$ cat src/eeprom_settings.svh
`ifndef EEPROM_SETTINGS_SVH
`define EEPROM_SETTINGS_SVH

// bus timing
// CLK cycles per SCL half-period, 2 or more
`define EE_SCL_HALF 4

// device select
// fixed type code in the upper nibble of the control byte
`define EE_DEV_CODE 4'b1010

// memory geometry
// 24C16 class part, 11-bit word address
`define EE_MEM_WORDS 2048

`endif

$ cat src/eeprom_pkg.sv
package eeprom_pkg;

    typedef logic [10:0] ee_addr_t;  // bits 10:8 go into the control byte
    typedef logic [7:0]  ee_byte_t;

    // commands from the sequencer to the bus engine
    typedef enum logic [1:0] {
        CMD_START,  // also used for repeated start
        CMD_STOP,
        CMD_WRITE,
        CMD_READ
    } i2c_cmd_e;

    typedef enum logic [3:0] {
        S_IDLE, S_START, S_CTRL_W, S_ADDR, S_DATA_W,
        S_RESTART, S_CTRL_R, S_DATA_R, S_STOP, S_DONE
    } seq_state_e;

    typedef enum logic [2:0] {
        E_IDLE, E_START, E_BITS, E_ACK, E_STOP, E_END
    } eng_state_e;

endpackage

$ cat src/i2c_byte_if.sv
interface i2c_byte_if;

    eeprom_pkg::i2c_cmd_e cmd;
    logic                 go;       // one-cycle strobe
    eeprom_pkg::ee_byte_t tx_byte;
    logic                 last;     // read answers with nack
    logic                 done;     // one-cycle, end of command
    eeprom_pkg::ee_byte_t rx_byte;
    logic                 rx_nack;  // valid with done

    modport ctrl (
        output cmd, go, tx_byte, last,
        input  done, rx_byte, rx_nack
    );

    modport engine (
        input  cmd, go, tx_byte, last,
        output done, rx_byte, rx_nack
    );

endinterface

$ cat src/i2c_bus_engine.sv
`include "eeprom_settings.svh"

module i2c_bus_engine (
    input  logic CLK,
    input  logic RESET,
    i2c_byte_if.engine bus,
    output logic scl,
    input  logic sda_in,
    output logic sda_oe
);

    localparam int HALF = `EE_SCL_HALF;
    localparam int CW = $clog2(HALF);
    localparam logic [CW-1:0] CNT_LAST = CW'(HALF - 1);
    localparam logic [CW-1:0] CNT_MID = CW'(HALF / 2);

    eeprom_pkg::eng_state_e state;
    logic [CW-1:0] cnt;      // position inside the half-period
    logic          hi;       // second half of a bit, start or stop
    logic [2:0]    bit_cnt;
    logic          rd_mode;
    logic          last_r;
    logic          nack;
    eeprom_pkg::ee_byte_t shreg;

    logic first_cyc;
    logic mid_cyc;
    logic tick;

    assign first_cyc = (cnt == '0);  // one cycle after the SCL edge
    assign mid_cyc = (cnt == CNT_MID);
    assign tick = (cnt == CNT_LAST);

    assign bus.done = (state == eeprom_pkg::E_END);
    assign bus.rx_byte = shreg;
    assign bus.rx_nack = nack;

    always_ff @(posedge CLK)
    begin
        if (RESET)
        begin
            state <= eeprom_pkg::E_IDLE;
            cnt <= '0;
            hi <= 1'b0;
            bit_cnt <= '0;
            scl <= 1'b1;
            sda_oe <= 1'b0;
            rd_mode <= 1'b0;
            last_r <= 1'b0;
            nack <= 1'b0;
        end
        else
        begin
            if (state != eeprom_pkg::E_IDLE && state != eeprom_pkg::E_END)
            begin
                cnt <= tick ? '0 : cnt + 1'b1;
                if (tick)
                    hi <= !hi;
            end
            case (state)
                eeprom_pkg::E_IDLE:
                    if (bus.go)
                    begin
                        cnt <= '0;
                        hi <= 1'b0;
                        bit_cnt <= '0;
                        nack <= 1'b0;
                        rd_mode <= (bus.cmd == eeprom_pkg::CMD_READ);
                        last_r <= bus.last;
                        case (bus.cmd)
                            eeprom_pkg::CMD_START: state <= eeprom_pkg::E_START;
                            eeprom_pkg::CMD_STOP:  state <= eeprom_pkg::E_STOP;
                            default:               state <= eeprom_pkg::E_BITS;
                        endcase
                    end
                eeprom_pkg::E_START:
                begin
                    // release sda, scl up, then sda down while scl high
                    if (!hi && first_cyc)
                        sda_oe <= 1'b0;
                    if (!hi && tick)
                        scl <= 1'b1;
                    if (hi && first_cyc)
                        sda_oe <= 1'b1;
                    if (hi && tick)
                    begin
                        scl <= 1'b0;
                        state <= eeprom_pkg::E_END;
                    end
                end
                eeprom_pkg::E_BITS:
                begin
                    if (!hi && first_cyc)
                        sda_oe <= !rd_mode && !shreg[7];  // msb first
                    if (!hi && tick)
                        scl <= 1'b1;
                    if (hi && tick)
                    begin
                        scl <= 1'b0;
                        bit_cnt <= bit_cnt + 3'd1;
                        if (bit_cnt == 3'd7)
                            state <= eeprom_pkg::E_ACK;
                    end
                end
                eeprom_pkg::E_ACK:
                begin
                    if (!hi && first_cyc)
                        sda_oe <= rd_mode && !last_r;  // master ack on reads
                    if (!hi && tick)
                        scl <= 1'b1;
                    if (hi && mid_cyc)
                        nack <= !rd_mode && sda_in;
                    if (hi && tick)
                    begin
                        scl <= 1'b0;
                        state <= eeprom_pkg::E_END;
                    end
                end
                eeprom_pkg::E_STOP:
                begin
                    if (!hi && first_cyc)
                        sda_oe <= 1'b1;
                    if (!hi && tick)
                        scl <= 1'b1;
                    if (hi && tick)
                    begin
                        sda_oe <= 1'b0;  // sda rises with scl high
                        state <= eeprom_pkg::E_END;
                    end
                end
                eeprom_pkg::E_END:
                    state <= eeprom_pkg::E_IDLE;
                default:
                    state <= eeprom_pkg::E_IDLE;
            endcase
        end
    end

    // shared shifter, on writes it reads back the bits driven
    always_ff @(posedge CLK)
    begin
        if (state == eeprom_pkg::E_IDLE && bus.go)
            shreg <= bus.tx_byte;
        else if (state == eeprom_pkg::E_BITS && hi && mid_cyc)
            shreg <= {shreg[6:0], sda_in};
    end

    a_sda_scl_low: assert property (@(posedge CLK) disable iff (RESET)
        $changed(sda_oe) |-> (!scl && !$past(scl)) ||
            ($past(state) inside {eeprom_pkg::E_START, eeprom_pkg::E_STOP}))
        else $error("sda changed while scl high outside start/stop");

    a_go_idle: assert property (@(posedge CLK) disable iff (RESET)
        bus.go |-> state == eeprom_pkg::E_IDLE)
        else $error("go issued while engine busy");

endmodule

$ cat src/flat_wrapper.sv
// flat-port wrapper written by rule: the top's interface ports become plain ports
module i2c_bus_engine_flat 
  (CLK, RESET, scl, sda_in, sda_oe, bus_cmd, bus_go, bus_tx_byte, bus_last, bus_done, bus_rx_byte, bus_rx_nack);
  i2c_byte_if bus_i ();
  input  logic CLK;
  input  logic RESET;
  output logic scl;
  input  logic sda_in;
  output logic sda_oe;
  input wire logic [$bits(bus_i.cmd)-1:0] bus_cmd;
  input wire logic [$bits(bus_i.go)-1:0] bus_go;
  input wire logic [$bits(bus_i.tx_byte)-1:0] bus_tx_byte;
  input wire logic [$bits(bus_i.last)-1:0] bus_last;
  output wire logic [$bits(bus_i.done)-1:0] bus_done;
  output wire logic [$bits(bus_i.rx_byte)-1:0] bus_rx_byte;
  output wire logic [$bits(bus_i.rx_nack)-1:0] bus_rx_nack;
  assign bus_i.cmd = bus_cmd;
  assign bus_i.go = bus_go;
  assign bus_i.tx_byte = bus_tx_byte;
  assign bus_i.last = bus_last;
  assign bus_done = bus_i.done;
  assign bus_rx_byte = bus_i.rx_byte;
  assign bus_rx_nack = bus_i.rx_nack;
  i2c_bus_engine u_core (.CLK(CLK), .RESET(RESET), .bus(bus_i), .scl(scl), .sda_in(sda_in), .sda_oe(sda_oe));
endmodule
$ cat config.mk
export PLATFORM = sky130hd
export DESIGN_NAME = i2c_bus_engine_flat
export DESIGN_NICKNAME = d
export VERILOG_FILES = /design/src/eeprom_pkg.sv /design/src/i2c_byte_if.sv /design/src/i2c_bus_engine.sv /design/src/flat_wrapper.sv
export VERILOG_INCLUDE_DIRS = /design/src
export SDC_FILE = /design/constraint.sdc
export NUM_CORES = 1
export LEC_CHECK = 0
export ABC_AREA = 1
export BUFFER_PORTS_ARGS = -buffer_cell sky130_fd_sc_hd__buf_2
export CAP_MARGIN = 10
export CORE_ASPECT_RATIO = 1.5
export CORE_UTILIZATION = 40
export CTS_BUF_LIST = sky130_fd_sc_hd__clkbuf_4 sky130_fd_sc_hd__clkbuf_8
export DETAILED_ROUTE_END_ITERATION = 12
export GPL_TIMING_DRIVEN = 0
export PLACE_DENSITY = 0.66
export SLEW_MARGIN = 0
export SYNTH_ARGS = -nofsm -noshare
export SYNTH_HDL_FRONTEND = slang
export SYNTH_SLANG_ARGS = --single-unit
$ cat constraint.sdc
create_clock -name CLK -period 1.68 [get_ports CLK]
set_input_delay 0.084 -clock CLK [delete_from_list [all_inputs] [get_ports CLK]]
set_output_delay 0.084 -clock CLK [all_outputs]
set_load 0.02 [all_outputs]
# After elaboration in Yosys (flattened, before gate mapping)
# Index checks and enable logic that the tools add are counted.
# word_totals
regBits,22
out_inout_bits,12
in_bits,15
mem_bits_ro,0
ram_bits,0
latch_bits,0
memories,0
# op_classes
eq_ne,20
n_mul,0
mux,32
reduce_logical,32
order_cmp,0
n_div,0
n_bitwise,0
addsub,2
shifts,0
# op_table
op,n
two-way mux 3 bit,6
two-way mux 8 bit,2
two-way mux 1 bit,14
logical AND 1 bit,12
"inequality test 2 x 1 -> 1 bit, second input constant",6
one-hot mux 3 bit (2 select lines),2
"equality test 3 bit, second input constant",3
one-hot mux 3 bit (3 select lines),1
two-way mux 2 bit,4
nonzero test 2 bit,4
"equality test 2 bit, second input constant",3
"equality test 3 x 2 -> 1 bit, second input constant",2
"inequality test 3 x 1 -> 1 bit, second input constant",2
AND reduction 3 bit,2
OR reduction 3 bit,2
AND reduction 5 bit,1
zero test 1 bit,4
zero test 2 bit,2
one-hot mux 1 bit (2 select lines),2
one-hot mux 1 bit (4 select lines),1
AND reduction 4 bit,1
nonzero test 4 bit,1
"adder 3 x 1 -> 3 bit, second input constant",1
"equality test 3 x 1 -> 1 bit, second input constant",1
7 further kinds,7

# Logic depth before layout (Yosys ltp)
# depth
depth_word,5
mapped_depth,10

# Worst setup path before layout
# OpenSTA, ideal clock, no wires.
# synth_timing
path_kind,reg-to-reg
startpoint,reg u_core.state[1]
endpoint,"reg u_core.shreg[0], in the netlist u_core.bus.rx_byte[0], enable pin"
path_stages_with_launch,5
n_path_buf,0
slack_ps,-55
t_required_ps,1296
arrival_ps,1351
period_less_slack_ps,1735
cell_sequence,dfxtp_1 inv_2 nor2_4 nand2_2 o21ai_0
# synth_between
elab_chain_cells,4
word_cells_on_any_way,6
# synth_lines
item,line_no,source
start: declaration,i2c_bus_engine.sv:17,eeprom_pkg::eng_state_e state;
start signal: assignment,i2c_bus_engine.sv:42,state <= eeprom_pkg::E_IDLE;
start signal: assignment,i2c_bus_engine.sv:71,eeprom_pkg::CMD_START: state <= eeprom_pkg::E_START;
start signal: assignment,i2c_bus_engine.sv:72,eeprom_pkg::CMD_STOP: state <= eeprom_pkg::E_STOP;
equality test 3 x 2 -> 1 bit,i2c_bus_engine.sv:144,else if (state == eeprom_pkg::E_BITS && hi && mid_cyc)
logical AND 1 bit (2 in series),i2c_bus_engine.sv:144,
nonzero test 2 bit (no line) (*),n/a,
end signal: assignment,i2c_bus_engine.sv:143,shreg <= bus.tx_byte;
end signal: assignment,i2c_bus_engine.sv:145,"shreg <= {shreg[6:0], sda_in};"
end: declaration,i2c_bus_engine.sv:24,eeprom_pkg::ee_byte_t shreg;
# Mark *: on every way between the ends. The rest lies on a longest branch, timed or not.
# A chain may end at the register's enable or synchronous reset.

# Final worst setup path
# layout_timing
startpoint,reg u_core.state[1]
endpoint,"reg u_core.shreg[7], in the netlist u_core.bus.rx_byte[7], enable pin"
# The elaborated chain is that of the path after synthesis.

==> summary.md <==
| Metric | Value |
|---|---|
| Status | finished clean |
| Largest net degree at the start of global routing | 13 |
| Initial Util | 0.420 |
| Post-Syn Instances | around 180 |
| Synth area leaders | dfxtp_1, edfxtp_1, nand2_1, ha_1, inv_1 |
| RSZ-0062 raised after global routing | no |
| N_diodes | 0 |
| Sequential power share | 0.343 |
| Met3 GRT Util | 0.0314 |
| Final Critical Period | 1.57 ns |
| Initial antenna violation count | 0 |
| Die Y | ~72 um |
| GR Util met1 | 0.202 |
| Ys async rst share | 0 |
| First-pass GRT wire length | around 4.9 mm |
| CTS tree | yes |
| Most frequent cell after synthesis | nand2_1 |
| Final Non-Filler Cells | 248 |
| Detailed placement HPWL | about 2.1 mm |
| Final period util | 0.937 |
| Post-CTS setup-driven buffer insertion count | 0 |
| Pwr Density | 1740 nW/um^2 |
| Worst-Skew Late Latency | 0.27 ns |
| IO buf count | 26 |
| CTS sink cnt | 22 |
| Crit path launch type | flop |
| Filler Cell Count | 335 |
| Commonest cells in the netlist | nand2_1, inv_1, nor2_1, dfxtp_1, nand3_1 |
| H-tree Lvls | 1 |
| Top cell type's share of synthesized area | 0.214 |
| Syn_area_per_cell | 7.42 sq um |
| Max Cap Viol | 0 |
| Crit. End Element | flop |
| FP Rows | 25 |
| Busiest grt layer | met2 |
| Synth Net Count | 199 |
| Final setup fails | 0 |
| RePlAce Congestion | 0.809 |
| Yosys warns | 0 |
| Total track usage | 0.182 |
| Post-synth top area cell | dfxtp_1 |
| Drt wl/cell | 11.1 um |
| CTS buffer count | 3 |
| Area of the mapped netlist | between 1000 and 1500 sq um |
| CP max FO | 8 |
| Worst vdd ir | 0.000795 V |
| Full die area | ~3500 sq um |
| Psw | 1.25 mW |
| Clock root buffer | clkbuf_8 |
| Clock power frac | 0.135 |
| Critical Path RT | ~1.6 ns |
| Initial drt markers | 19 |
| Core area | roughly 3100 sq um |
| Share of post-route cells with drive strength above 1 | 0.240 |
| Number of enable flip-flop cells after synthesis | 8 |
| Yosys reg bits | 22 |
| GR Util met2 | 0.323 |
| Clock-pin slew on the worst setup and hold paths | 0.09 ns |
| Post-DP Area | 1490 sq um |
| Slew Viols, Final | 0 |
| Die Wd | between 40 and 50 um |
| Remaining global-route overflow | 0 |
| Vias | 1195 |
| Leak | between 0.7 and 0.8 nW |
| Slew @ Worst Pin | 0.453 ns |
| Max_slew headroom | 0.698 |
| Finished Cell Area | 1560 sq um |
| Placed cell count | approximately 240 |
| DRT Wirelength | 2.75 mm |
| Worst setup path class | flop to flop |
| # IOs | 27 |
| Sequential share of the synthesized area | 0.397 |
| Area grow syn2layout | 18.7% |
| Vias in the first global route | between 1000 and 1500 |
| DR pass1 iterations | 4 |
| DRC Markers | 0 |
| Final ANT Viol Nets | 0 |
| Clock Skews | just over 0.008 ns |
| Hold Vio Cnt, Final | 0 |
| CP Data Arrival Time | around 1.5 ns |
| Prevailing post-synth register cell | dfxtp_1 |
| Final #Nets | 231 |
| Number of distinct library cells after synthesis | 27 |
| Vias/cell | 4.82 |
| CTS max path bufs | 2 |
| Combinational Power Share | 0.522 |
| Fmax | approximately 640 MHz |
| Internal power | ~1.5 mW |
| Hold WC Path Type | input port to flop |
| Sw frac | 0.461 |
| Final Core Density | 0.498 |
==> worst max-delay path, cell delays in order, from the launching register on <==
cell and delay [ns]:
dfxtp_1 0.50, inv_2 0.12, nor2_4 0.12, nand2_2 0.09, o21ai_2 0.39
==> per-layer routing <==
metal	up-vias	share of wire
met3	8	0.042
met5	-	0
met4	0	0.032
li1	629	-
met1	524	0.43
met2	34	0.50
==> cell type report <==
type | count | area [sq um] | share of cell area
well taps | 40 | 50.0 | 0.0321
clock buffers | 4 | 48.8 | 0.0313
multi-input cells | 130 | 686 | 0.440
plain buffers | 3 | 30.0 | 0.0193
flip-flops and latches | 22 | 520 | 0.334
repair buffers | 27 | 140 | 0.0900
inverters | 22 | 82.6 | 0.0530
==> worst paths after layout <==
path / end / depth (start not counted) / slack [ns] / startpoint
hold / removal: u_core.last_r / 3 / 0.05 / bus_last
setup / recovery: u_core.bus.rx_byte[7] / 4 / 0.11 / u_core.state[1]
hold reg to reg: u_core.last_r / 2 / 0.48 / u_core.last_r
setup reg to reg: u_core.bus.rx_byte[7] / 4 / 0.11 / u_core.state[1]
==> kinds of logic after synthesis <==
logic type,count (synthesis),synth area share
adders and majority gates,7,0.0667
AOI/OAI and AO/OA,21,0.100
buffers and inverters,25,0.0858
and+or+nand+nor,102,0.351
DFF,22,0.397
==> power groups by stage <==
stage          sequential [mW]  clock [mW]  combinational [mW]
2_1_floorplan             1.03           0               0.982
3_3_place_gp             0.936           0                1.40
3_5_place_dp             0.933           0                1.42
4_1_cts                  0.928       0.374                1.43
5_1_grt                  0.957       0.395                1.63
6_report                 0.930       0.366                1.42
==> cell usage in the layout (no fill, tap or decap) <==
cell / instances
ha_1: 6
o211ai_1: 1
ha_2: 1
a211oi_1: 3
nand3_1: 13
clkinv_1: 1
nand3_4: 1
o21ai_2: 1
clkbuf_4: 1
o22ai_1: 1
nor2_2: 1
buf_2: 27
a21oi_2: 1
nand3b_1: 1
and2_1: 1
nand2_2: 5
a21oi_1: 4
edfxtp_1: 8
nand4_1: 2
nor2_1: 18
nand2_1: 57
dlygate4sd3_1: 1
inv_1: 18
dfxtp_1: 14
nor2_4: 2
o21ai_4: 1
o21ai_0: 9
buf_6: 1
nand3_2: 1
clkbuf_8: 4
inv_2: 3
==> stage by stage <==
step	total power, mW	hold WS (ns)	worst slack (ns)	TNS (ns)
2_1_floorplan	2.01	0.153	0.154	0
3_3_place_gp	2.34	0.256	-0.117	-0.936
3_5_place_dp	2.35	0.255	-0.115	-0.917
4_1_cts	2.73	0.0508	0.102	0
5_1_grt	2.99	0.0721	0.00368	0
6_report	2.71	0.0539	0.106	0
==> state kept, by name, indices dropped and copies added (netlist names), named ones only <==
| register | cells |
|---|---|
| u_core.bus.rx_byte | 8 |
| u_core.rd_mode | 1 |
| u_core.sda_oe | 1 |
| u_core.bit_cnt | 3 |
| u_core.hi | 1 |
| u_core.last_r | 1 |
| u_core.bus.rx_nack | 1 |
| u_core.state | 3 |
| u_core.cnt | 2 |
==> what timing repair did <==
item,4_1_cts,5_1_grt
setup endpoints to repair,8,1
gates resized for setup,1,1
hold buffers,1,0
endpoints found under the hold margin,1,0
Note: power is estimated with default switching activity, not from simulation.
