$ cat config.mk
export PLATFORM = sky130hd
export DESIGN_NAME = eeprom_seq_flat
export DESIGN_NICKNAME = d
export VERILOG_FILES = /design/src/eeprom_pkg.sv /design/src/i2c_byte_if.sv /design/src/eeprom_seq.sv /design/src/flat_wrapper.sv
export VERILOG_INCLUDE_DIRS = /design/src
export SDC_FILE = /design/constraint.sdc
export NUM_CORES = 1
export LEC_CHECK = 0
export ABC_AREA = 1
export BUFFER_PORTS_ARGS = -buffer_cell sky130_fd_sc_hd__buf_4
export CORE_ASPECT_RATIO = 0.5
export CORE_MARGIN = 2
export CORE_UTILIZATION = 48
export DETAILED_ROUTE_END_ITERATION = 8
export GPL_ROUTABILITY_DRIVEN = 0
export PLACE_DENSITY_LB_ADDON = 0.12
export SYNTH_ARGS = -nofsm -noshare
export SYNTH_HDL_FRONTEND = slang
export SYNTH_SLANG_ARGS = --single-unit
export TNS_END_PERCENT = 1
$ cat constraint.sdc
create_clock -name CLK -period 2 [get_ports CLK]
set_input_delay 0.1 -clock CLK [delete_from_list [all_inputs] [get_ports CLK]]
set_output_delay 0.1 -clock CLK [all_outputs]
set_load 0.005 [all_outputs]
$ cat src/eeprom_settings.svh
`ifndef EEPROM_SETTINGS_SVH
`define EEPROM_SETTINGS_SVH

// bus timing
// CLK cycles per SCL half-period, 2 or more
`define EE_SCL_HALF 4

// device select
// fixed type code in the upper nibble of the control byte
`define EE_DEV_CODE 4'b1010

// memory geometry
// 24C16 class part, 11-bit word address
`define EE_MEM_WORDS 2048

`endif

$ cat src/eeprom_pkg.sv
package eeprom_pkg;

    typedef logic [10:0] ee_addr_t;  // bits 10:8 go into the control byte
    typedef logic [7:0]  ee_byte_t;

    // commands from the sequencer to the bus engine
    typedef enum logic [1:0] {
        CMD_START,  // also used for repeated start
        CMD_STOP,
        CMD_WRITE,
        CMD_READ
    } i2c_cmd_e;

    typedef enum logic [3:0] {
        S_IDLE, S_START, S_CTRL_W, S_ADDR, S_DATA_W,
        S_RESTART, S_CTRL_R, S_DATA_R, S_STOP, S_DONE
    } seq_state_e;

    typedef enum logic [2:0] {
        E_IDLE, E_START, E_BITS, E_ACK, E_STOP, E_END
    } eng_state_e;

endpackage

$ cat src/i2c_byte_if.sv
interface i2c_byte_if;

    eeprom_pkg::i2c_cmd_e cmd;
    logic                 go;       // one-cycle strobe
    eeprom_pkg::ee_byte_t tx_byte;
    logic                 last;     // read answers with nack
    logic                 done;     // one-cycle, end of command
    eeprom_pkg::ee_byte_t rx_byte;
    logic                 rx_nack;  // valid with done

    modport ctrl (
        output cmd, go, tx_byte, last,
        input  done, rx_byte, rx_nack
    );

    modport engine (
        input  cmd, go, tx_byte, last,
        output done, rx_byte, rx_nack
    );

endinterface

$ cat src/eeprom_seq.sv
`include "eeprom_settings.svh"

module eeprom_seq (
    input  logic                 CLK,
    input  logic                 RESET,
    input  logic                 wr,
    input  logic                 rd,
    input  eeprom_pkg::ee_addr_t addr,
    input  eeprom_pkg::ee_byte_t wdata,
    output eeprom_pkg::ee_byte_t rdata,
    output logic                 busy,
    output logic                 ack,
    output logic                 err,
    i2c_byte_if.ctrl             bus
);

    eeprom_pkg::seq_state_e state;
    logic                   pending;  // engine command in flight
    logic                   op_rd;
    logic                   accept;
    eeprom_pkg::ee_addr_t   addr_r;
    eeprom_pkg::ee_byte_t   wdata_r;

    // a strobe is taken whenever busy is low, S_DONE included
    assign accept = (state == eeprom_pkg::S_IDLE || state == eeprom_pkg::S_DONE) && (wr || rd);
    assign busy = (state != eeprom_pkg::S_IDLE) && (state != eeprom_pkg::S_DONE);
    assign ack = (state == eeprom_pkg::S_DONE);
    assign bus.go = busy && !pending;

    // one engine command per state
    always_comb
    begin
        bus.cmd = eeprom_pkg::CMD_STOP;
        bus.tx_byte = addr_r[7:0];
        bus.last = 1'b0;
        case (state)
            eeprom_pkg::S_START,
            eeprom_pkg::S_RESTART:
                bus.cmd = eeprom_pkg::CMD_START;
            eeprom_pkg::S_CTRL_W:
            begin
                bus.cmd = eeprom_pkg::CMD_WRITE;
                bus.tx_byte = {`EE_DEV_CODE, addr_r[10:8], 1'b0};
            end
            eeprom_pkg::S_ADDR:
                bus.cmd = eeprom_pkg::CMD_WRITE;
            eeprom_pkg::S_DATA_W:
            begin
                bus.cmd = eeprom_pkg::CMD_WRITE;
                bus.tx_byte = wdata_r;
            end
            eeprom_pkg::S_CTRL_R:
            begin
                bus.cmd = eeprom_pkg::CMD_WRITE;
                bus.tx_byte = {`EE_DEV_CODE, addr_r[10:8], 1'b1};  // read bit
            end
            eeprom_pkg::S_DATA_R:
            begin
                bus.cmd = eeprom_pkg::CMD_READ;
                bus.last = 1'b1;  // single byte, nack it
            end
            default:
                bus.cmd = eeprom_pkg::CMD_STOP;
        endcase
    end

    always_ff @(posedge CLK)
    begin
        if (RESET)
        begin
            state <= eeprom_pkg::S_IDLE;
            pending <= 1'b0;
            op_rd <= 1'b0;
            err <= 1'b0;
        end
        else if (accept)
        begin
            state <= eeprom_pkg::S_START;
            op_rd <= !wr;  // wr wins
            err <= 1'b0;
            pending <= 1'b0;
        end
        else if (state == eeprom_pkg::S_DONE)
            state <= eeprom_pkg::S_IDLE;
        else if (bus.go)
            pending <= 1'b1;
        else if (bus.done)
        begin
            pending <= 1'b0;
            case (state)
                eeprom_pkg::S_START:
                    state <= eeprom_pkg::S_CTRL_W;
                eeprom_pkg::S_CTRL_W:
                    state <= bus.rx_nack ? eeprom_pkg::S_STOP : eeprom_pkg::S_ADDR;
                eeprom_pkg::S_ADDR:
                    if (bus.rx_nack)
                        state <= eeprom_pkg::S_STOP;
                    else if (op_rd)
                        state <= eeprom_pkg::S_RESTART;
                    else
                        state <= eeprom_pkg::S_DATA_W;
                eeprom_pkg::S_DATA_W:
                    state <= eeprom_pkg::S_STOP;
                eeprom_pkg::S_RESTART:
                    state <= eeprom_pkg::S_CTRL_R;
                eeprom_pkg::S_CTRL_R:
                    state <= bus.rx_nack ? eeprom_pkg::S_STOP : eeprom_pkg::S_DATA_R;
                eeprom_pkg::S_DATA_R:
                    state <= eeprom_pkg::S_STOP;
                eeprom_pkg::S_STOP:
                    state <= eeprom_pkg::S_DONE;
                default:
                    state <= eeprom_pkg::S_IDLE;
            endcase
            if (bus.rx_nack)
                err <= 1'b1;  // no slave answered
        end
    end

    // request and result bytes
    always_ff @(posedge CLK)
    begin
        if (accept)
        begin
            addr_r <= addr;
            wdata_r <= wdata;
        end
        if (state == eeprom_pkg::S_DATA_R && bus.done)
            rdata <= bus.rx_byte;
    end

    a_ack_pulse: assert property (@(posedge CLK) disable iff (RESET)
        ack |=> !ack)
        else $error("ack longer than one cycle");

    a_go_outstanding: assert property (@(posedge CLK) disable iff (RESET)
        bus.go |=> (!bus.go until_with bus.done))
        else $error("go raised before done of previous command");

endmodule

$ cat src/flat_wrapper.sv
// flat-port wrapper written by rule: the top's interface ports become plain ports
module eeprom_seq_flat 
  (CLK, RESET, wr, rd, addr, wdata, rdata, busy, ack, err, bus_cmd, bus_go, bus_tx_byte, bus_last, bus_done, bus_rx_byte, bus_rx_nack);
  i2c_byte_if bus_i ();
  input  logic CLK;
  input  logic RESET;
  input  logic wr;
  input  logic rd;
  input  eeprom_pkg::ee_addr_t addr;
  input  eeprom_pkg::ee_byte_t wdata;
  output eeprom_pkg::ee_byte_t rdata;
  output logic busy;
  output logic ack;
  output logic err;
  output wire logic [$bits(bus_i.cmd)-1:0] bus_cmd;
  output wire logic [$bits(bus_i.go)-1:0] bus_go;
  output wire logic [$bits(bus_i.tx_byte)-1:0] bus_tx_byte;
  output wire logic [$bits(bus_i.last)-1:0] bus_last;
  input wire logic [$bits(bus_i.done)-1:0] bus_done;
  input wire logic [$bits(bus_i.rx_byte)-1:0] bus_rx_byte;
  input wire logic [$bits(bus_i.rx_nack)-1:0] bus_rx_nack;
  assign bus_cmd = bus_i.cmd;
  assign bus_go = bus_i.go;
  assign bus_tx_byte = bus_i.tx_byte;
  assign bus_last = bus_i.last;
  assign bus_i.done = bus_done;
  assign bus_i.rx_byte = bus_rx_byte;
  assign bus_i.rx_nack = bus_rx_nack;
  eeprom_seq u_core (.CLK(CLK), .RESET(RESET), .wr(wr), .rd(rd), .addr(addr), .wdata(wdata), .rdata(rdata), .busy(busy), .ack(ack), .err(err), .bus(bus_i));
endmodule
[Word level (Yosys, flattened, before mapping)]
Index checks and enable logic that the tools add are counted.
Operators by class
  equality and inequality tests: 11
  multiplexer cells: 14
  bitwise gates (word level): 2
  reductions and logical operators: 21
Operator list (count)
  $pmux 4 s7: 1
  $pmux 8 s3: 1
  $eq 4x3->1 const B: 4
  $mux 4: 3
  $eq 4x2->1 const B: 2
  $eq 4x4->1 const B: 2
  $mux 1: 8
  $pmux 2 s3: 1
  $reduce_and 2->1: 3
  $reduce_or 2->1: 3
  $eq 4x1->1 const B: 1
  $logic_and 1x1->1: 4
  $logic_not 4->1: 1
  $ne 4x4->1 const B: 1
  $reduce_and 4->1: 1
  $reduce_bool 4->1: 1
  $reduce_or 4->1: 1
  $ne 3x2->1 const B: 1
  $reduce_bool 3->1: 1
  $reduce_or 3->1: 1
  $logic_not 1->1: 2
  $logic_or 1x1->1: 2
  $not 1->1: 2
  $reduce_bool 2->1: 1
Storage, ports and cells
  bits in registers: 34
  output and inout bits: 23
  input port bits: 33
  word-level logic and storage cells: 56

[Depth between registers and ports, before layout]
Gate-level depths: netlist of run 1.
  depth after elaboration: 7
  depth in mapped cells: 10
  depth with buffers taken out: 10

[Worst setup path after synthesis of run 1]
No wires, ideal clock.
  kind: flip-flop to flip-flop
  start point: register u_core.state[1]
  end point: register u_core.rdata[0], enable pin
  setup slack: 0.542 ns
  arrival time: 1.087 ns
  stages on the path, launching flop included: 6
  library setup time: 0.371 ns
  required time: 1.629 ns
  period minus slack after synthesis: 1.458 ns
  path buffers: 1
  cells stage by stage: dfxtp_1 buf_6 nand2_1 inv_1 nand2_1 nor2_1
On the way
  cells in the longest elaborated chain, start to end: 2
RTL lines
  start, declared: line eeprom_seq.sv:17  | eeprom_pkg::seq_state_e state;
  start signal, assigned: line eeprom_seq.sv:71  | state <= eeprom_pkg::S_IDLE;
  start signal, assigned: line eeprom_seq.sv:78  | state <= eeprom_pkg::S_START;
  start signal, assigned: line eeprom_seq.sv:84  | state <= eeprom_pkg::S_IDLE;
  $eq 4x3->1: line eeprom_seq.sv:128  | if (state == eeprom_pkg::S_DATA_R && bus.done)
  $logic_and 1x1->1: line eeprom_seq.sv:128
  end signal, assigned: line eeprom_seq.sv:129  | rdata <= bus.rx_byte;
  end, declared: line eeprom_seq.sv:10  | output eeprom_pkg::ee_byte_t rdata,
No other way between the ends.
A chain may end at the register's enable or synchronous reset.

[Worst setup path in the final report of run 1]
  start point: register u_core.state[3]
  end point: output port bus_tx_byte[3]
On the way
  cells in the longest elaborated chain, start to end: 2
  elaborated cells between the ends (all ways): 4
  those cells by class: eq/ne (3); mux (1)
RTL lines
  $eq 4x3->1 or $eq 4x2->1 (tied branches): line eeprom_seq.sv:36  | case (state)
  $pmux 8 s3 *: line eeprom_seq.sv:36
  end, declared: line flat_wrapper.sv:17  | output wire logic [$bits(bus_i.tx_byte)-1:0] bus_tx_byte;
Mark *: on every way between the ends. The rest lies on a longest branch, timed or not.

==> impl_metrics.json, run 1 <==
{
  "run_status": "completed",
  "final_layout_size_suffix_gt1_frac": 0.342,
  "crit_path_start_kind": "flip-flop",
  "num_vias": 1354,
  "syn_avg_cell_area_um2": 10.3,
  "syn_inst": 143,
  "synth_top_area_cell": "edfxtp_1",
  "track_usage": 0.240,
  "cts_tree": "done",
  "instances_no_fill": 274,
  "yosysUniqueCellTypes": 21,
  "tightest_slew_ps": 417,
  "setup_slack_ps": 194,
  "period_minus_slack_ps": 1810,
  "leakage_nw": 1.05,
  "min_path_type": "input port to flip-flop",
  "setup_viol": 0,
  "vdd_drop_max_mv": 0.679,
  "insertion_delay_ps": 280,
  "fmax_mhz": 554,
  "dr.pass1.iters": 4,
  "max-slew-margin-rel": 0.722,
  "drt_iter0_drc": 124,
  "multi_input_area_um2": 438,
  "die-area_um2": 3550,
  "dp_cells": 238,
  "wl_per_cell_um": 13.8,
  "cap_violations": 0,
  "finalCritPeriodShare": 0.903,
  "yosys_warnings": 0,
  "synth.area.top_cells": "edfxtp_1 (55%), nand2_1 (9.9%), dfxtp_1 (9.5%)",
  "io_buffers": 55,
  "first_global_vias": 1348,
  "ios": 56,
  "post_cts_buffers": 0,
  "worst-setup-path-type": "flip-flop to output pin",
  "dpl_worst_slack_ps": 394,
  "syn_area_um2": 1470,
  "wl_um": 3770,
  "hold_viol_final": 0,
  "crit_required_ps": 1900,
  "rsz0062_at_grt": "false",
  "root_buffer": "clkbuf_8",
  "htreeDepth": 2,
  "synth_top_area_frac": 0.551,
  "grt.overflow.total": 0,
  "fp.dieW_um": 82.3,
  "grt_max_degree": 22,
  "clock-sinks": 34,
  "via_per_inst": 4.94,
  "die_h_um": 43.2,
  "cts_buffers": 5,
  "cp_max_fo": 9,
  "fillers": 185,
  "drcViolationCount": 0,
  "powerDensity_nw_per_um2": 857,
  "start_util": 0.497,
  "seqCellArea_um2": 952,
  "fin_nets": 266,
  "syn_nets": 176,
  "ant_nets": 0,
  "cts.clk_slew.worst_paths_ps": 70,
  "clock_path_buffers": 2,
  "antenna_found_initial": 0,
  "cp.arrival_ps": 1710,
  "reg2regPathDepth": 6,
  "grt_pass1_wl_um": 5890,
  "slew_viol_final": 0,
  "diodes": 0,
  "ys_seq_area_frac": 0.646,
  "finalSetupTns_ps": 0,
  "syn_to_final_growth_pct": 59.6,
  "clock_skew_ps": 1.49,
  "endpoint_kind": "output pin",
  "coreArea_um2": 2960,
  "synth_seq_cells": 34,
  "hpwl_um": 2370,
  "num_rows": 14,
  "hold_depth": 4,
  "final_util": 0.794
}
critical path: stages (launching register included):
cell     delay (ps)
dfxtp_1         350
inv_2           150
nand2_1          90
inv_1           120
nand2_1          90
o21ai_0         110
inv_2           130
nand2_1         120
nand3_1         100
buf_4           150
power breakdown:
part | internal, mW | switching [mW]
clock network | 0.499 | 0.257
logic | 0.186 | 0.188
registers | 0.851 | 0.0327
cells in the mapped netlist, drive strengths merged:
| cell | instances |
|---|---|
| nand4 | 7 |
| or2 | 1 |
| a22o | 2 |
| edfxtp | 27 |
| buf | 1 |
| dfxtp | 7 |
| inv | 18 |
| nor2 | 12 |
| nand2 | 44 |
| o21ai | 4 |
| nand3b | 2 |
| a21oi | 7 |
| nand3 | 10 |
| clkinv | 1 |
per-layer routing:
metal / global-route usage / wire length (µm) / vias up
li1: - / - / 661
met1: 0.259 / 1520 / 612
met2: 0.411 / 1800 / 69
met3: 0.106 / 355 / 12
met4: 0.0967 / 101 / 0
met5: 0 / 0 / -
final timing paths:
kind / startpoint / end / slack [ps]
setup reg to reg: u_core.state[0] / u_core.wdata_r[5] / 400
hold reg to reg: u_core.err / u_core.err / 450
setup / recovery: u_core.state[3] / bus_tx_byte[3] / 190
hold / removal: RESET / u_core.state[0] / 90
cell usage in the layout, fill, tap and decap left out, drive strengths merged, types with 5 or more instances in the layout:
cell type    synthesis  final
buf                  1     56
nand2               44     44
dlygate4sd3          0     28
edfxtp              27     27
inv                 18     18
nor2                12     12
nand3               10     10
nand4                7      7
a21oi                7      7
dfxtp                7      7
clkbuf               0      5
what timing repair did:
item	CTS	global route
hold buffers	28	0
endpoints found under the setup margin	0	8
gates resized for setup	0	2
hold endpoints to repair	28	0
cell families after synthesis:
kind of cell           Yosys count  synth area share
buffers and inverters           20            0.0569
and+or+nand+nor                 76             0.248
DFF                             34             0.646
AOI/OAI and AO/OA               13            0.0493
cell type report:
| class | count | share of cell area |
|---|---|---|
| Clock inverter | 3 | 0.0293 |
| Clock buffer | 5 | 0.0293 |
| Inverter | 19 | 0.0309 |
| Sequential cell | 34 | 0.405 |
| Timing Repair Buffer | 84 | 0.298 |
| Tap cell | 40 | 0.0213 |
| Multi-Input combinational cell | 89 | 0.186 |
sequential cells by signal, indices dropped and copies added, names as in the netlist:
register and flops:
u_core.state 4, u_core.err 1, u_core.addr_r 11, u_core.wdata_r 8, u_core.pending 1, u_core.rdata 8, u_core.op_rd 1
per-stage QoR:
step           power [mW]  hold WS, ps  cell area, µm²
2_1_floorplan        1.06          190            1470
3_3_place_gp         1.21          278            1930
3_5_place_dp         1.22          279            1930
4_1_cts              2.02         89.2            2350
5_1_grt              2.11          105            2350
6_report             2.01         92.6            2350
(Power assumes the default switching activity.)
==> run 2, diff against run 1 <==
SKIP_LAST_GASP = 1   (was unset)
clock period = 1.8 ns   (was 2 ns; I/O delays follow)
==> impl_metrics.json, run 2 (synthesis gave the netlist of run 1 again) <==
{
  "crit_required_ps": 1710,
  "clock-sinks": 34,
  "htreeDepth": 2,
  "fp.dieW_um": 82.3,
  "drt_iter0_drc": 65,
  "die_h_um": 43.2,
  "drcViolationCount": 0,
  "final_cell_area_um2": 2390,
  "crit_path_start_kind": "flip-flop",
  "wl_per_cell_um": 12.7,
  "slew_viol_final": 0,
  "io_buffers": 55,
  "cap_violations": 0,
  "min_path_type": "input port to flip-flop",
  "dpl_cell_area_um2": 1930,
  "cts_tree": "done",
  "ant_nets": 0,
  "grt.overflow.total": 0,
  "largestRegisters": "u_core.addr_r x11, u_core.rdata x8, u_core.wdata_r x8",
  "wl_um": 3520,
  "grt_pass1_wl_um": 5390,
  "leakage_nw": 1.07,
  "finalCritPeriodShare": 0.921,
  "hold_viol_final": 0,
  "powerDensity_nw_per_um2": 949,
  "worst-setup-path-type": "flip-flop to output pin",
  "worstHoldEndpoint": "u_core.state[0]",
  "die-area_um2": 3550,
  "root_buffer": "clkbuf_8",
  "dr.pass1.iters": 4,
  "antenna_found_initial": 0,
  "final_cell_mix": "buf_4 (59), nand2_1 (39), dlygate4sd3_1 (28)",
  "setup_slack_ps": 141,
  "track_usage": 0.217,
  "start_util": 0.497,
  "r2r_start": "u_core.state[0]",
  "cp.arrival_ps": 1570,
  "max-slew-margin-rel": 0.720,
  "diodes": 0,
  "cts.clk_slew.worst_paths_ps": 70,
  "syn_to_final_growth_pct": 62.0,
  "tightest_slew_ps": 420,
  "run_status": "completed",
  "reg2reg_to": "u_core.addr_r[6]",
  "hold_path_startpoint": "RESET",
  "setup_viol": 0,
  "largest_register_ffs": 11,
  "coreArea_um2": 2960,
  "endpoint_kind": "output pin",
  "final_common_cell": "buf_4",
  "fmax_mhz": 603,
  "via_per_inst": 4.79,
  "dpl_worst_slack_ps": 174,
  "num_rows": 14,
  "r2r_setup_slack_ps": 200,
  "hpwl_um": 2260,
  "cp_max_fo": 11,
  "hold_depth": 4,
  "fin_nets": 269,
  "regMostFlops": "u_core.addr_r",
  "insertion_delay_ps": 290,
  "ios": 56,
  "num_vias": 1328,
  "clock_path_buffers": 2,
  "reg2regPathDepth": 6,
  "grt_max_degree": 22,
  "cts_buffers": 5,
  "final_util": 0.806,
  "vdd_drop_max_mv": 0.673,
  "final_layout_size_suffix_gt1_frac": 0.363,
  "first_global_vias": 1289,
  "fillers": 183,
  "period_minus_slack_ps": 1660,
  "clock_skew_ps": 9.55
}
## run 2: cell types whose count changed in the layout (fill, tap and decap cells not counted), moves of 2 or more
cell     previous run  this run
buf_4              56        59
dfxtp_1             6         4
dfxtp_2             1         3
inv_4               0         2
## run 2: per-stage QoR
stage / power (mW) / TNS [ps] / hold slack (ps) / std cells
finish: 2.26 / 0 / 78.3 / 277
global route: 2.36 / -0.349 / 101 / 277
CTS: 2.26 / 0 / 67.1 / 274
detailed placement: 1.35 / 0 / 269 / 238
global placement: 1.34 / 0 / 268 / 238
floorplan: 1.18 / 0 / 180 / 143
## run 2: metal layers
metal  up-vias  GRT usage  share of wire  wire [µm]
met2        64      0.326           0.45       1580
met3        12      0.102           0.11        370
met1       586      0.244           0.41       1450
met4         0      0.150          0.034        121
li1        666          -              -          -
met5         -          0              0          0
## run 2: what timing repair did
action	in CTS	in global routing
endpoints found under the hold margin	28	0
setup endpoints to repair	6	8
gates resized for setup	1	7
hold buffers	28	0
pin swaps	0	0
buffers inserted	0	3
## run 2: how the worst max path moves through the flow
| stage | start | end | slack (ps) | cells after the start |
|---|---|---|---|---|
| 2_1_floorplan | u_core.state[1] | u_core.rdata[0] | 340 | 5 |
| 3_3_place_gp | u_core.state[1] | u_core.addr_r[5] | 250 | 5 |
| 3_5_place_dp | u_core.state[1] | u_core.wdata_r[6] | 170 | 5 |
| 4_1_cts | u_core.state[3] | bus_tx_byte[4] | 30 | 8 |
| 5_1_grt | u_core.state[1] | bus_tx_byte[5] | -0.3 | 6 |
| 6_report | u_core.state[1] | bus_tx_byte[5] | 140 | 6 |
## run 2: worst max-delay path: stages, from the launching register on
cell     delay [ps]
dfxtp_2         470
nand3_1         180
o21ai_1         180
inv_2           110
nand2_1          90
nand3_1         100
buf_4           160
## run 2: layout make-up
type,count,area [µm²],area share
tap,40,50.0,0.0210
sequential,34,955,0.400
timing repair buffer,87,723,0.303
clock buffer,6,82.6,0.0346
inverter,19,77.6,0.0325
clock inverter,2,60.1,0.0252
multi-input combinational,89,438,0.184
## run 2: power by group
part	switching [mW]	leakage, nW	internal, mW
registers	0.0363	0.317	0.946
clock network	0.278	0.0714	0.591
logic	0.205	0.680	0.208
total	0.519	1.07	1.74
